`config.mk`:
```
export PLATFORM = sky130hd
export DESIGN_NAME = rv_exec_slice
export DESIGN_NICKNAME = d
export VERILOG_FILES = /design/src/rv_pkg.sv /design/src/ex_wb.sv /design/src/id_ex.sv /design/src/rv_decoder.sv /design/src/rv_exec_slice.sv /design/src/rv_execute.sv /design/src/rv_regfile.sv
export VERILOG_INCLUDE_DIRS = /design/src /design/src/src
export SDC_FILE = /design/constraint.sdc
export NUM_CORES = 2
export LEC_CHECK = 0
export BUFFER_PORTS_ARGS = -buffer_cell sky130_fd_sc_hd__clkbuf_2
export CAP_MARGIN = 20
export CORE_MARGIN = 5
export CORE_UTILIZATION = 28
export CTS_CLUSTER_SIZE = 28
export DETAILED_ROUTE_END_ITERATION = 8
export REMOVE_ABC_BUFFERS = 1
export SETUP_SLACK_MARGIN = 0.1
export SLEW_MARGIN = 40
export SYNTH_ARGS = -nofsm -noshare
export SYNTH_HDL_FRONTEND = slang
export SYNTH_SLANG_ARGS = --single-unit
```
`constraint.sdc`:
```
create_clock -name clk -period 13.5 [get_ports clk]
set_input_delay 2.025 -clock clk [delete_from_list [all_inputs] [get_ports clk]]
set_output_delay 2.025 -clock clk [all_outputs]
set_load 0.1 [all_outputs]
```
`src/rv_defs.svh`:
```
`ifndef RV_DEFS_SVH
`define RV_DEFS_SVH

// integer datapath width
`define RV_XLEN 32

// register address width, x0..x31
`define RV_AWIDTH 5

// number of architectural registers
`define RV_NREGS 32

// immediate after sign or zero extension
`define RV_IMM_WIDTH 32

`endif

```
`src/rv_pkg.sv`:
```
package rv_pkg;

    // major opcodes of the supported subset
    // anything else decodes as illegal
    typedef enum logic [6:0] {
        OPC_OP     = 7'b0110011,
        OPC_OP_IMM = 7'b0010011,
        OPC_LUI    = 7'b0110111
    } opcode_e;

    // alu operations
    typedef enum logic [3:0] {
        ALU_ADD    = 4'd0,
        ALU_SUB    = 4'd1,
        ALU_SLL    = 4'd2,
        ALU_SLT    = 4'd3,
        ALU_SLTU   = 4'd4,
        ALU_XOR    = 4'd5,
        ALU_SRL    = 4'd6,
        ALU_SRA    = 4'd7,
        ALU_OR     = 4'd8,
        ALU_AND    = 4'd9,
        // operand b straight through, used by lui
        ALU_PASS_B = 4'd10
    } alu_op_e;

endpackage

```
`src/ex_wb.sv`:
```
`timescale 1ns/1ps
`include "rv_defs.svh"

module ex_wb (
    input  logic                  clk,
    input  logic                  arst_n_i,
    input  logic                  valid_i,
    input  logic [`RV_AWIDTH-1:0] rd_addr_i,
    input  logic                  we_i,
    input  logic [`RV_XLEN-1:0]   result_i,
    output logic                  wb_we_o,
    output logic [`RV_AWIDTH-1:0] wb_addr_o,
    output logic [`RV_XLEN-1:0]   wb_data_o
);

    // one strobe per retiring write
    always_ff @(posedge clk or negedge arst_n_i) begin
        if (!arst_n_i) begin
            wb_we_o <= 1'b0;
        end else begin
            wb_we_o <= valid_i && we_i;
        end
    end

    always_ff @(posedge clk) begin
        wb_addr_o <= rd_addr_i;
        wb_data_o <= result_i;
    end

endmodule

```
`src/id_ex.sv`:
```
`timescale 1ns/1ps
`include "rv_defs.svh"

module id_ex (
    input  logic                      clk,
    input  logic                      arst_n_i,
    input  logic                      valid_i,
    input  logic [`RV_AWIDTH-1:0]     rd_addr_i,
    input  logic [`RV_AWIDTH-1:0]     reg1_addr_i,
    input  logic [`RV_AWIDTH-1:0]     reg2_addr_i,
    input  logic [`RV_XLEN-1:0]       reg1_data_i,
    input  logic [`RV_XLEN-1:0]       reg2_data_i,
    input  logic [`RV_IMM_WIDTH-1:0]  imm_i,
    input  rv_pkg::alu_op_e           alu_op_i,
    input  logic                      use_imm_i,
    input  logic                      we_i,
    input  logic                      wb_we_i,
    input  logic [`RV_AWIDTH-1:0]     wb_addr_i,
    input  logic [`RV_XLEN-1:0]       wb_data_i,
    output logic                      valid_o,
    output logic [`RV_AWIDTH-1:0]     rd_addr_o,
    output logic [`RV_AWIDTH-1:0]     reg1_addr_o,
    output logic [`RV_AWIDTH-1:0]     reg2_addr_o,
    output logic [`RV_XLEN-1:0]       reg1_data_o,
    output logic [`RV_XLEN-1:0]       reg2_data_o,
    output logic [`RV_IMM_WIDTH-1:0]  imm_o,
    output rv_pkg::alu_op_e           alu_op_o,
    output logic                      use_imm_o,
    output logic                      we_o
);

    logic [`RV_XLEN-1:0] reg1_data_byp;
    logic [`RV_XLEN-1:0] reg2_data_byp;

    // write-back in flight this cycle, regfile only sees it after the edge
    assign reg1_data_byp = (wb_we_i && (wb_addr_i == reg1_addr_i)) ? wb_data_i : reg1_data_i;
    assign reg2_data_byp = (wb_we_i && (wb_addr_i == reg2_addr_i)) ? wb_data_i : reg2_data_i;

    always_ff @(posedge clk or negedge arst_n_i) begin
        if (!arst_n_i) begin
            valid_o <= 1'b0;
            we_o    <= 1'b0;
        end else begin
            valid_o <= valid_i;
            we_o    <= we_i;
        end
    end

    always_ff @(posedge clk) begin
        rd_addr_o   <= rd_addr_i;
        reg1_addr_o <= reg1_addr_i;
        reg2_addr_o <= reg2_addr_i;
        reg1_data_o <= reg1_data_byp;
        reg2_data_o <= reg2_data_byp;
        imm_o       <= imm_i;
        alu_op_o    <= alu_op_i;
        use_imm_o   <= use_imm_i;
    end

endmodule

```
`src/rv_decoder.sv`:
```
`timescale 1ns/1ps
`include "rv_defs.svh"

module rv_decoder (
    input  logic                      inst_valid_i,
    input  logic [31:0]               inst_i,
    output logic                      valid_o,
    output logic [`RV_AWIDTH-1:0]     rs1_addr_o,
    output logic [`RV_AWIDTH-1:0]     rs2_addr_o,
    output logic [`RV_AWIDTH-1:0]     rd_addr_o,
    output logic [`RV_IMM_WIDTH-1:0]  imm_o,
    output rv_pkg::alu_op_e           alu_op_o,
    output logic                      use_imm_o,
    output logic                      we_o
);

    rv_pkg::opcode_e              opcode;
    logic [2:0]                   funct3;
    logic                         funct7_b30;
    logic                         sub_en;
    logic                         legal;
    logic [`RV_IMM_WIDTH-1:0]     imm_i_type;
    logic [`RV_IMM_WIDTH-1:0]     imm_u_type;
    rv_pkg::alu_op_e              alu_op_f3;

    assign opcode     = rv_pkg::opcode_e'(inst_i[6:0]);
    assign funct3     = inst_i[14:12];
    assign funct7_b30 = inst_i[30];
    assign rd_addr_o  = inst_i[11:7];

    assign imm_i_type = {{(`RV_IMM_WIDTH-12){inst_i[31]}}, inst_i[31:20]};
    assign imm_u_type = {inst_i[31:12], 12'b0};

    // bit 30 means sub only for register-register ops
    assign sub_en = funct7_b30 && (opcode == rv_pkg::OPC_OP);

    always_comb begin
        case (funct3)
            3'b000:  alu_op_f3 = sub_en ? rv_pkg::ALU_SUB : rv_pkg::ALU_ADD;
            3'b001:  alu_op_f3 = rv_pkg::ALU_SLL;
            3'b010:  alu_op_f3 = rv_pkg::ALU_SLT;
            3'b011:  alu_op_f3 = rv_pkg::ALU_SLTU;
            3'b100:  alu_op_f3 = rv_pkg::ALU_XOR;
            3'b101:  alu_op_f3 = funct7_b30 ? rv_pkg::ALU_SRA : rv_pkg::ALU_SRL;
            3'b110:  alu_op_f3 = rv_pkg::ALU_OR;
            default: alu_op_f3 = rv_pkg::ALU_AND;
        endcase
    end

    always_comb begin
        rs1_addr_o = inst_i[19:15];
        rs2_addr_o = '0;
        imm_o      = imm_i_type;
        alu_op_o   = alu_op_f3;
        use_imm_o  = 1'b0;
        legal      = 1'b1;
        case (opcode)
            rv_pkg::OPC_OP: begin
                rs2_addr_o = inst_i[24:20];
            end
            rv_pkg::OPC_OP_IMM: begin
                use_imm_o = 1'b1;
            end
            rv_pkg::OPC_LUI: begin
                // x0 + upper immediate
                rs1_addr_o = '0;
                imm_o      = imm_u_type;
                alu_op_o   = rv_pkg::ALU_PASS_B;
                use_imm_o  = 1'b1;
            end
            default: begin
                legal = 1'b0;
            end
        endcase
    end

    // illegal instructions still flow down the pipe, they just never write
    assign valid_o = inst_valid_i;
    assign we_o    = legal && (rd_addr_o != '0);

endmodule

```
`src/rv_exec_slice.sv`:
```
`timescale 1ns/1ps
`include "rv_defs.svh"

module rv_exec_slice (
    input  logic                  clk,
    input  logic                  arst_n_i,
    input  logic                  inst_valid_i,
    input  logic [31:0]           inst_i,
    output logic                  wb_valid_o,
    output logic [`RV_AWIDTH-1:0] wb_rd_o,
    output logic [`RV_XLEN-1:0]   wb_data_o
);

    // decode stage
    logic                     dec_valid;
    logic [`RV_AWIDTH-1:0]    dec_rs1_addr;
    logic [`RV_AWIDTH-1:0]    dec_rs2_addr;
    logic [`RV_AWIDTH-1:0]    dec_rd_addr;
    logic [`RV_IMM_WIDTH-1:0] dec_imm;
    rv_pkg::alu_op_e          dec_alu_op;
    logic                     dec_use_imm;
    logic                     dec_we;
    logic [`RV_XLEN-1:0]      rf_rs1_data;
    logic [`RV_XLEN-1:0]      rf_rs2_data;

    // id_ex outputs
    logic                     ex_valid;
    logic [`RV_AWIDTH-1:0]    ex_rd_addr;
    logic [`RV_AWIDTH-1:0]    ex_reg1_addr;
    logic [`RV_AWIDTH-1:0]    ex_reg2_addr;
    logic [`RV_XLEN-1:0]      ex_reg1_data;
    logic [`RV_XLEN-1:0]      ex_reg2_data;
    logic [`RV_IMM_WIDTH-1:0] ex_imm;
    rv_pkg::alu_op_e          ex_alu_op;
    logic                     ex_use_imm;
    logic                     ex_we;

    // execute to ex_wb
    logic                     alu_valid;
    logic [`RV_AWIDTH-1:0]    alu_rd_addr;
    logic                     alu_we;
    logic [`RV_XLEN-1:0]      alu_result;

    // write-back, shared by regfile, bypass, forward and the top ports
    logic                     wb_we;
    logic [`RV_AWIDTH-1:0]    wb_addr;
    logic [`RV_XLEN-1:0]      wb_data;

    rv_decoder u_decoder (
        .inst_valid_i (inst_valid_i),
        .inst_i       (inst_i),
        .valid_o      (dec_valid),
        .rs1_addr_o   (dec_rs1_addr),
        .rs2_addr_o   (dec_rs2_addr),
        .rd_addr_o    (dec_rd_addr),
        .imm_o        (dec_imm),
        .alu_op_o     (dec_alu_op),
        .use_imm_o    (dec_use_imm),
        .we_o         (dec_we)
    );

    rv_regfile u_regfile (
        .clk        (clk),
        .arst_n_i   (arst_n_i),
        .rs1_addr_i (dec_rs1_addr),
        .rs2_addr_i (dec_rs2_addr),
        .we_i       (wb_we),
        .waddr_i    (wb_addr),
        .wdata_i    (wb_data),
        .rs1_data_o (rf_rs1_data),
        .rs2_data_o (rf_rs2_data)
    );

    id_ex u_id_ex (
        .clk         (clk),
        .arst_n_i    (arst_n_i),
        .valid_i     (dec_valid),
        .rd_addr_i   (dec_rd_addr),
        .reg1_addr_i (dec_rs1_addr),
        .reg2_addr_i (dec_rs2_addr),
        .reg1_data_i (rf_rs1_data),
        .reg2_data_i (rf_rs2_data),
        .imm_i       (dec_imm),
        .alu_op_i    (dec_alu_op),
        .use_imm_i   (dec_use_imm),
        .we_i        (dec_we),
        .wb_we_i     (wb_we),
        .wb_addr_i   (wb_addr),
        .wb_data_i   (wb_data),
        .valid_o     (ex_valid),
        .rd_addr_o   (ex_rd_addr),
        .reg1_addr_o (ex_reg1_addr),
        .reg2_addr_o (ex_reg2_addr),
        .reg1_data_o (ex_reg1_data),
        .reg2_data_o (ex_reg2_data),
        .imm_o       (ex_imm),
        .alu_op_o    (ex_alu_op),
        .use_imm_o   (ex_use_imm),
        .we_o        (ex_we)
    );

    rv_execute u_execute (
        .valid_i     (ex_valid),
        .rd_addr_i   (ex_rd_addr),
        .reg1_addr_i (ex_reg1_addr),
        .reg2_addr_i (ex_reg2_addr),
        .reg1_data_i (ex_reg1_data),
        .reg2_data_i (ex_reg2_data),
        .imm_i       (ex_imm),
        .alu_op_i    (ex_alu_op),
        .use_imm_i   (ex_use_imm),
        .we_i        (ex_we),
        .fwd_we_i    (wb_we),
        .fwd_addr_i  (wb_addr),
        .fwd_data_i  (wb_data),
        .valid_o     (alu_valid),
        .rd_addr_o   (alu_rd_addr),
        .we_o        (alu_we),
        .result_o    (alu_result)
    );

    ex_wb u_ex_wb (
        .clk       (clk),
        .arst_n_i  (arst_n_i),
        .valid_i   (alu_valid),
        .rd_addr_i (alu_rd_addr),
        .we_i      (alu_we),
        .result_i  (alu_result),
        .wb_we_o   (wb_we),
        .wb_addr_o (wb_addr),
        .wb_data_o (wb_data)
    );

    assign wb_valid_o = wb_we;
    assign wb_rd_o    = wb_addr;
    assign wb_data_o  = wb_data;

endmodule

```
`src/rv_execute.sv`:
```
`timescale 1ns/1ps
`include "rv_defs.svh"

module rv_execute (
    input  logic                      valid_i,
    input  logic [`RV_AWIDTH-1:0]     rd_addr_i,
    input  logic [`RV_AWIDTH-1:0]     reg1_addr_i,
    input  logic [`RV_AWIDTH-1:0]     reg2_addr_i,
    input  logic [`RV_XLEN-1:0]       reg1_data_i,
    input  logic [`RV_XLEN-1:0]       reg2_data_i,
    input  logic [`RV_IMM_WIDTH-1:0]  imm_i,
    input  rv_pkg::alu_op_e           alu_op_i,
    input  logic                      use_imm_i,
    input  logic                      we_i,
    input  logic                      fwd_we_i,
    input  logic [`RV_AWIDTH-1:0]     fwd_addr_i,
    input  logic [`RV_XLEN-1:0]       fwd_data_i,
    output logic                      valid_o,
    output logic [`RV_AWIDTH-1:0]     rd_addr_o,
    output logic                      we_o,
    output logic [`RV_XLEN-1:0]       result_o
);

    logic [`RV_XLEN-1:0] op_a;
    logic [`RV_XLEN-1:0] reg2_fwd;
    logic [`RV_XLEN-1:0] op_b;
    logic [4:0]          shamt;

    // forward from the instruction one ahead, now sitting in ex_wb
    assign op_a     = (fwd_we_i && (fwd_addr_i == reg1_addr_i)) ? fwd_data_i : reg1_data_i;
    assign reg2_fwd = (fwd_we_i && (fwd_addr_i == reg2_addr_i)) ? fwd_data_i : reg2_data_i;
    assign op_b     = use_imm_i ? imm_i : reg2_fwd;
    assign shamt    = op_b[4:0];

    always_comb begin
        case (alu_op_i)
            rv_pkg::ALU_ADD:    result_o = op_a + op_b;
            rv_pkg::ALU_SUB:    result_o = op_a - op_b;
            rv_pkg::ALU_SLL:    result_o = op_a << shamt;
            rv_pkg::ALU_SLT:    result_o = {{(`RV_XLEN-1){1'b0}}, $signed(op_a) < $signed(op_b)};
            rv_pkg::ALU_SLTU:   result_o = {{(`RV_XLEN-1){1'b0}}, op_a < op_b};
            rv_pkg::ALU_XOR:    result_o = op_a ^ op_b;
            rv_pkg::ALU_SRL:    result_o = op_a >> shamt;
            rv_pkg::ALU_SRA:    result_o = $signed(op_a) >>> shamt;
            rv_pkg::ALU_OR:     result_o = op_a | op_b;
            rv_pkg::ALU_AND:    result_o = op_a & op_b;
            rv_pkg::ALU_PASS_B: result_o = op_b;
            default:            result_o = '0;
        endcase
    end

    assign valid_o   = valid_i;
    assign rd_addr_o = rd_addr_i;
    assign we_o      = we_i;

endmodule

```
`src/rv_regfile.sv`:
```
`timescale 1ns/1ps
`include "rv_defs.svh"

module rv_regfile (
    input  logic                  clk,
    input  logic                  arst_n_i,
    input  logic [`RV_AWIDTH-1:0] rs1_addr_i,
    input  logic [`RV_AWIDTH-1:0] rs2_addr_i,
    input  logic                  we_i,
    input  logic [`RV_AWIDTH-1:0] waddr_i,
    input  logic [`RV_XLEN-1:0]   wdata_i,
    output logic [`RV_XLEN-1:0]   rs1_data_o,
    output logic [`RV_XLEN-1:0]   rs2_data_o
);

    logic [`RV_XLEN-1:0] regs [`RV_NREGS];

    always_ff @(posedge clk or negedge arst_n_i) begin
        if (!arst_n_i) begin
            for (int i = 0; i < `RV_NREGS; i++) begin
                regs[i] <= '0;
            end
        end else if (we_i && (waddr_i != '0)) begin
            // x0 never written, so it reads zero forever
            regs[waddr_i] <= wdata_i;
        end
    end

    // combinational reads, same-cycle write not visible here
    assign rs1_data_o = regs[rs1_addr_i];
    assign rs2_data_o = regs[rs2_addr_i];

endmodule

```
== After elaboration in Yosys (flattened, before gate mapping) ==
Index checks and enable logic that the tools add are counted.

* Register bits after elaboration: 1180
* Input bits: 35
* Output and inout bits: 38
* Logic and storage cells: 124

* $add $sub $neg: 2
* Magnitude comparators: 6
* Eq/ne operators: 23
* Shift-type cells: 3
* Mux-type cells: 23
* Bitwise operators: 6
* Reductions and logical operators: 15

{| class="wikitable"
|+ Operators with widths
! kind !! count
|-
| $bwmux 1024 || 1
|-
| $pmux 32 s11 || 1
|-
| $bmux 32 s5 || 2
|-
| $mux 32 || 10
|-
| $demux 32 s5 || 1
|-
| $lt 32x32->1 || 2
|-
| $add 32x32->32 || 1
|-
| $and 32x32->32 || 1
|-
| $or 32x32->32 || 1
|-
| $shl 32x5->32 || 1
|-
| $shr 32x5->32 || 1
|-
| $sshr 32x5->32 || 1
|-
| $sub 32x32->32 || 1
|-
| $xor 32x32->32 || 1
|-
| $mux 31 || 1
|-
| $pmux 4 s7 || 1
|-
| $eq 5x5->1 || 4
|-
| $ge 6x6->1 const B || 3
|-
| $not 5->6 || 3
|-
| $eq 4x3->1 const B || 4
|-
| $eq 7x6->1 const B || 2
|-
| $eq 4x4->1 const B || 3
|-
| $mux 5 || 2
|-
| $reduce_bool 5->1 || 2
|-
| 13 further kinds || 28
|}

== Depth between registers and ports, before layout ==
* Depth in word-level cells: 7
* Gate-level depth with buffers: 22
* Mapped depth without buffers: 18

== Hierarchy ==
From an unflattened synthesis, not the netlist that was laid out.

* Cells, all modules: 6612
* Area total of the unflattened synthesis: 71807.6 um^2

{| class="wikitable"
|+ By module, submodules not included
! module !! instances !! cells an instance !! area an instance (um^2) !! sequential area each (um^2)
|-
| rv_regfile || 1 || 4601 || 55942.4 || 25624.6
|-
| rv_execute || 1 || 1686 || 10964.3 || 0.0
|-
| id_ex || 1 || 204 || 3573.4 || 2372.3
|-
| ex_wb || 1 || 39 || 772.0 || 765.7
|-
| rv_decoder || 1 || 82 || 555.5 || 0.0
|}

== Worst setup path after synthesis ==
No wires, ideal clock.

* Path type: register to register
* Start: reg u_ex_wb.wb_addr_o[4]
* End: reg u_ex_wb.wb_data_o[31]
* Setup time: 0.122 ns
* Arrival time: 5.410 ns
* Data required time: 13.378 ns
* Path slack: 7.968 ns
* Stages on the path, launching flop included: 21
* Path buffers: 4
* Clock period less this slack: 5.532 ns
* Path through: dfxtp_1 -> buf_6 -> xnor2_2 -> nand4_1 -> nor2_4 -> buf_2 -> buf_4 -> mux2i_1 -> nor2_1 -> a21oi_1 -> inv_1 -> ha_1 -> clkbuf_1 -> nor4_1 -> a31oi_1 -> o31ai_2 -> a311o_1 -> a311oi_1 -> o41ai_1 -> o21ai_0 -> a221o_1

* Cells in the longest elaborated chain, start to end: 6
* Elaborated cells on any way between the ends: 16
* Those cells by class: add/sub (2); eq/ne (2); shift (3); mux (4); bitwise (3); reduce/logical (2)

{| class="wikitable"
|+ RTL lines
! what !! line !! RTL
|-
| start: declaration || ex_wb.sv:12 || <nowiki>output logic [`RV_AWIDTH-1:0] wb_addr_o,</nowiki>
|-
| start signal: assignment || ex_wb.sv:26 || <nowiki>wb_addr_o <= rd_addr_i;</nowiki>
|-
| $eq 5x5->1 || rv_execute.sv:31 || <nowiki>assign reg2_fwd = (fwd_we_i && (fwd_addr_i == reg2_addr_i)) ? fwd_data_i : reg2_data_i;</nowiki>
|-
| $logic_and 1x1->1 || rv_execute.sv:31 ||
|-
| $mux 32 || rv_execute.sv:31 ||
|-
| $mux 32 || rv_execute.sv:32 || <nowiki>assign op_b = use_imm_i ? imm_i : reg2_fwd;</nowiki>
|-
| $sub 32x32->32 (tied with other cells) || rv_execute.sv:38 || <nowiki>rv_pkg::ALU_SUB: result_o = op_a - op_b;</nowiki>
|-
| $pmux 32 s11 * || rv_execute.sv:36 || <nowiki>case (alu_op_i)</nowiki>
|-
| end signal: assignment || ex_wb.sv:27 || <nowiki>wb_data_o <= result_i;</nowiki>
|-
| end: declaration || ex_wb.sv:13 || <nowiki>output logic [`RV_XLEN-1:0] wb_data_o</nowiki>
|}

Mark *: on every way between the ends. The rest lies on a longest branch, timed or not.
A chain may end at the register's enable or synchronous reset.

== Worst setup path in the final report ==
* Start: reg u_ex_wb.wb_addr_o[2]
* End: reg u_ex_wb.wb_data_o[28]

The elaborated chain is that of the path after synthesis.

==> results.txt <==
- Iteration-0 DRC Markers: 7671
- Clock edge transition at the registers on the reported setup and hold paths: 0.06 ns
- The initial utilization of the core area, before any placement, comes to 0.281.
* Worst-case headroom to the max-slew limit: 0.376
- Derived from the worst setup path, the maximum achievable clock frequency is 0.149 GHz.
- Total overflow reported by the global router: 0
* Critical Path, Cell by Cell: xnor2_1 -> nand4_1 -> nor2_4 -> buf_4 -> mux2i_1 -> o21ai_0 -> ha_1 -> and3_1 -> nand3_1 -> a31oi_1 -> o211ai_1 -> a21oi_1 -> nand2_1 -> a22oi_1 -> o22a_1 -> a21oi_1 -> or4_1
* Clock Root Buffer: sky130_fd_sc_hd__clkbuf_16
- Number of rows created at floorplan: 184
* Number of synthesized register bits: 1180
- Between clock sinks in the finished design, the worst skew comes to 0.0378 ns.
* Final period util: 0.498
- From bottom edge to top edge, the die measures 511 microns.
- The worst setup path is captured at a register.
- Final estimated routing congestion in global placement: 1.01
- Post-synthesis instance area: 70400 sq um
- Wire length of the first global-routing pass: 411000 microns
* Via density: 5.91
- Crit path largest cell delay: 0.77 ns
* Number of sinks handled by clock tree synthesis: 1180
- Compared with the post-synthesis result, the final layout area differs by 11.8%.
* Number of hold-slack violations in the final timing report: 0
- Clock tree synthesis inserted a total of 136 buffers.
- After the last flow step, the layout net total stands at 6875.
* Remaining antenna violation count: 0
- IR analysis of the VDD net gives a maximum drop of 0.000105 V.
* Data required time at the worst endpoint: 14.14 ns
- Yosys Warn Count: 0
* Clock H-tree levels: 4
- # resized after CTS: 0
- Result of the run: finished, final reports clean
* Non-Filler Cell Area, Final: 78700 sq um
- The clock period could shrink to 6.72 ns.
- Proportion of register bits with asynchronous set or reset after synthesis: 0.870
- Of the cells placed in the final design, the portion with a size suffix greater than 1 is 0.255.
- Total power for the finished layout comes to 8.78 mW.
* Type of element launching the critical path: register
- Via count of the first global-routing pass: 58200
- At the pin with the least slew margin, the transition time is 0.936 ns.
* Port Buffers: 72
- Total of max-cap violations: 0
* Initial antenna violation count: 10
* Library cell appearing most often on the critical path: sky130_fd_sc_hd__a21oi_1
- CTS tree: built
* Ys flop type: sky130_fd_sc_hd__dfrtp_1
- Once placement finished, the instance area stood at 73900 sq um.
- CTS Hold Buffers Added: 0
- On the critical path the largest part of the delay comes from simple AND/OR/NAND/NOR gates.
- EDFF count, synth: 0
- The min-delay analysis places its worst path in the category register to register.
* Ratio of total power to cell area: 112 nW/um^2
- The clock reaches the later pin of the worst-skew pair after 0.81 ns.
- Die Footprint: 262000 sq um
* Via count: 60400
- Register area share after synthesis: 0.408
* Filler cells: 25500
- After detailed routing, the average wire length per cell comes to 27.9 microns.
* Number of cells produced by synthesis: 7117
* Unique cell type count in the Yosys netlist: 102
- Counting both buffers and inverters, the worst setup path holds a total of 1.
- Total wirelength of the detailed-routed design: 284000 microns
* X dimension of the die: 511 microns
- The max-slew violation count came to 0.
- By startpoint and endpoint, the worst setup path is classified as register to register.
- Setup repair after global routing missed its margin: no
- Summed over all cells, the static leakage comes to 34.3 nW.
* Flop2flop setup slack: 6.78 ns
- The core region is 251000 sq um.
* Setup Buffers After CTS: 0
- Post-route DRC: 0
* Detailed-router iteration count before antenna repair: 6
- Post-DP HPWL: 173000 microns
- For this design the top-level I/O count stands at 73.
* Peak fanout along the critical path: 15
- Largest net degree at the start of global routing: 164
* All-Layer GR Usage: 0.208
* Cell with the largest stage delay on the worst path: sky130_fd_sc_hd__dfxtp_1
- A synthesized cell averages 9.89 sq um.
- Setup violations remaining at the end of the flow were counted as 0.
- Max clock buf depth: 3
- Arrival @ worst endpoint: 7.36 ns
==> final timing paths <==
path,startpoint,endpoint,cells after the start
hold / removal,u_id_ex.rd_addr_o[0],u_ex_wb.wb_addr_o[0],0
hold reg to reg,u_id_ex.rd_addr_o[0],u_ex_wb.wb_addr_o[0],0
setup reg to reg,u_ex_wb.wb_addr_o[2],u_ex_wb.wb_data_o[28],17
min in group asynchronous,arst_n_i,u_regfile.regs[472],1
max in group asynchronous,arst_n_i,u_regfile.regs[8],4
setup / recovery,u_ex_wb.wb_addr_o[2],u_ex_wb.wb_data_o[28],17
==> layout make-up <==
type	count	area, sq um	share of cell area
Antenna cell	4	10.0	0.000127
Timing Repair Buffer	246	2180	0.0277
Clock buffer	220	4220	0.0536
Clock inverter	29	345	0.00439
Tap cell	3348	4190	0.0532
Multi-Input combinational cell	5068	38600	0.490
Sequential cell	1180	28800	0.365
Inverter	109	434	0.00551
==> per-layer routing <==
layer / vias up / part of all wire / GRT usage
li1: 25400 / - / -
met1: 30600 / 0.40 / 0.274
met2: 3562 / 0.43 / 0.308
met3: 764 / 0.10 / 0.0504
met4: 8 / 0.066 / 0.122
met5: - / 0.00019 / 0
==> Yosys cell counts, types with 13 or more instances <==
library cell,number,area (sq um)
sky130_fd_sc_hd__buf_6,13,146
sky130_fd_sc_hd__mux2i_1,237,2370
sky130_fd_sc_hd__nor3_1,49,245
sky130_fd_sc_hd__nor2b_1,20,125
sky130_fd_sc_hd__a22oi_1,28,210
sky130_fd_sc_hd__ha_1,97,1210
sky130_fd_sc_hd__xnor2_1,19,166
sky130_fd_sc_hd__a21oi_1,267,1340
sky130_fd_sc_hd__dfrtp_1,1027,25700
sky130_fd_sc_hd__mux4_2,133,3000
sky130_fd_sc_hd__nor4_1,15,93.8
sky130_fd_sc_hd__a311oi_1,143,1250
sky130_fd_sc_hd__o211ai_1,151,1130
sky130_fd_sc_hd__o22ai_1,37,231
sky130_fd_sc_hd__o21ai_0,212,1060
sky130_fd_sc_hd__a211oi_1,252,1890
sky130_fd_sc_hd__inv_1,96,360
sky130_fd_sc_hd__clkbuf_1,609,2290
sky130_fd_sc_hd__mux2_2,1020,11500
sky130_fd_sc_hd__a221oi_1,27,236
sky130_fd_sc_hd__dfxtp_1,153,3060
sky130_fd_sc_hd__and3_1,142,888
sky130_fd_sc_hd__nand2_1,1087,4080
sky130_fd_sc_hd__and2_1,19,119
sky130_fd_sc_hd__nor2_1,220,826
sky130_fd_sc_hd__buf_2,36,180
sky130_fd_sc_hd__nand3_1,415,2080
sky130_fd_sc_hd__buf_1,88,330
sky130_fd_sc_hd__o31ai_1,13,97.6
sky130_fd_sc_hd__o221ai_1,139,1220
sky130_fd_sc_hd__a21o_1,38,285
sky130_fd_sc_hd__a31oi_1,57,357
sky130_fd_sc_hd__o21bai_1,15,113
sky130_fd_sc_hd__a221o_1,13,130
==> registers in the layout, summed over array words and instances (netlist names), 32 cells and up <==
signal / flops
u_ex_wb.wb_data_o: 32
u_id_ex.reg2_data_o: 32
u_id_ex.imm_o: 32
u_id_ex.reg1_data_o: 32
u_regfile.regs: 1024
==> power by group <==
group | leakage [nW] | switching [mW] | internal, mW
Sequential | 15.6 | 0.0636 | 3.60
Clock | 2.24 | 1.60 | 2.19
Combinational | 16.4 | 1.01 | 0.311
==> cells in the final DEF (no fill, tap or decap), types with 14 or more instances in the layout <==
cell                        instances
sky130_fd_sc_hd__inv_1             94
sky130_fd_sc_hd__nand3_1          410
sky130_fd_sc_hd__nor4_1            14
sky130_fd_sc_hd__nor3_1            43
sky130_fd_sc_hd__nand2_1         1066
sky130_fd_sc_hd__clkbuf_8          48
sky130_fd_sc_hd__o211ai_1         151
sky130_fd_sc_hd__a211oi_1         251
sky130_fd_sc_hd__a311oi_1         143
sky130_fd_sc_hd__nor2b_1           20
sky130_fd_sc_hd__clkbuf_1          36
sky130_fd_sc_hd__dfrtp_1         1027
sky130_fd_sc_hd__clkbuf_16        138
sky130_fd_sc_hd__a21o_1            37
sky130_fd_sc_hd__buf_4            126
sky130_fd_sc_hd__and3_1           140
sky130_fd_sc_hd__a22oi_1           28
sky130_fd_sc_hd__o22ai_1           37
sky130_fd_sc_hd__mux4_2           133
sky130_fd_sc_hd__dfxtp_1          152
sky130_fd_sc_hd__buf_12            15
sky130_fd_sc_hd__ha_1              97
sky130_fd_sc_hd__o21bai_1          15
sky130_fd_sc_hd__xnor2_1           19
sky130_fd_sc_hd__mux2_2          1020
sky130_fd_sc_hd__buf_6             21
sky130_fd_sc_hd__nor2_1           207
sky130_fd_sc_hd__a31oi_1           57
sky130_fd_sc_hd__o21ai_0          204
sky130_fd_sc_hd__clkbuf_2          67
sky130_fd_sc_hd__a221oi_1          27
sky130_fd_sc_hd__a21oi_1          266
sky130_fd_sc_hd__and2_1            16
sky130_fd_sc_hd__o221ai_1         139
sky130_fd_sc_hd__mux2i_1          237
==> through the flow <==
step	setup TNS (ns)	setup slack [ns]	utilization	instances	hold slack, ns
floorplan	-35.54	-0.790	-	6357	0.310
global route	0	6.55	0.314	10200	0.344
detailed placement	0	7.10	0.295	9943	0.318
finish	0	6.78	0.314	10200	0.330
global placement	0	6.68	0.293	9931	0.313
CTS	0	7.04	0.313	10200	0.332
==> worst register-to-register path, delay by kind of cell (launching register included) <==
kind,cells,cell delay (ns)
simple gates,6,2.04
buf+inv,1,0.42
xor+xnor,1,0.22
compound gates,7,1.92
mux,1,0.73
fa+ha+maj,1,0.48
flops,1,0.77
==> logic make-up (layout without fill, tap and decap cells) <==
| family | after synthesis | in the layout | synth area share |
|---|---|---|---|
| compound gates | 1504 | 1504 | 0.151 |
| xor+xnor | 32 | 32 | 0.00430 |
| fa+ha+maj | 99 | 99 | 0.0178 |
| buf+inv | 869 | 604 | 0.0494 |
| flops | 1180 | 1180 | 0.408 |
| mux | 1407 | 1407 | 0.243 |
| other cells | 0 | 4 | 0 |
| simple gates | 2026 | 2026 | 0.126 |
No activity file was read; power rests on OpenSTA's default activity.
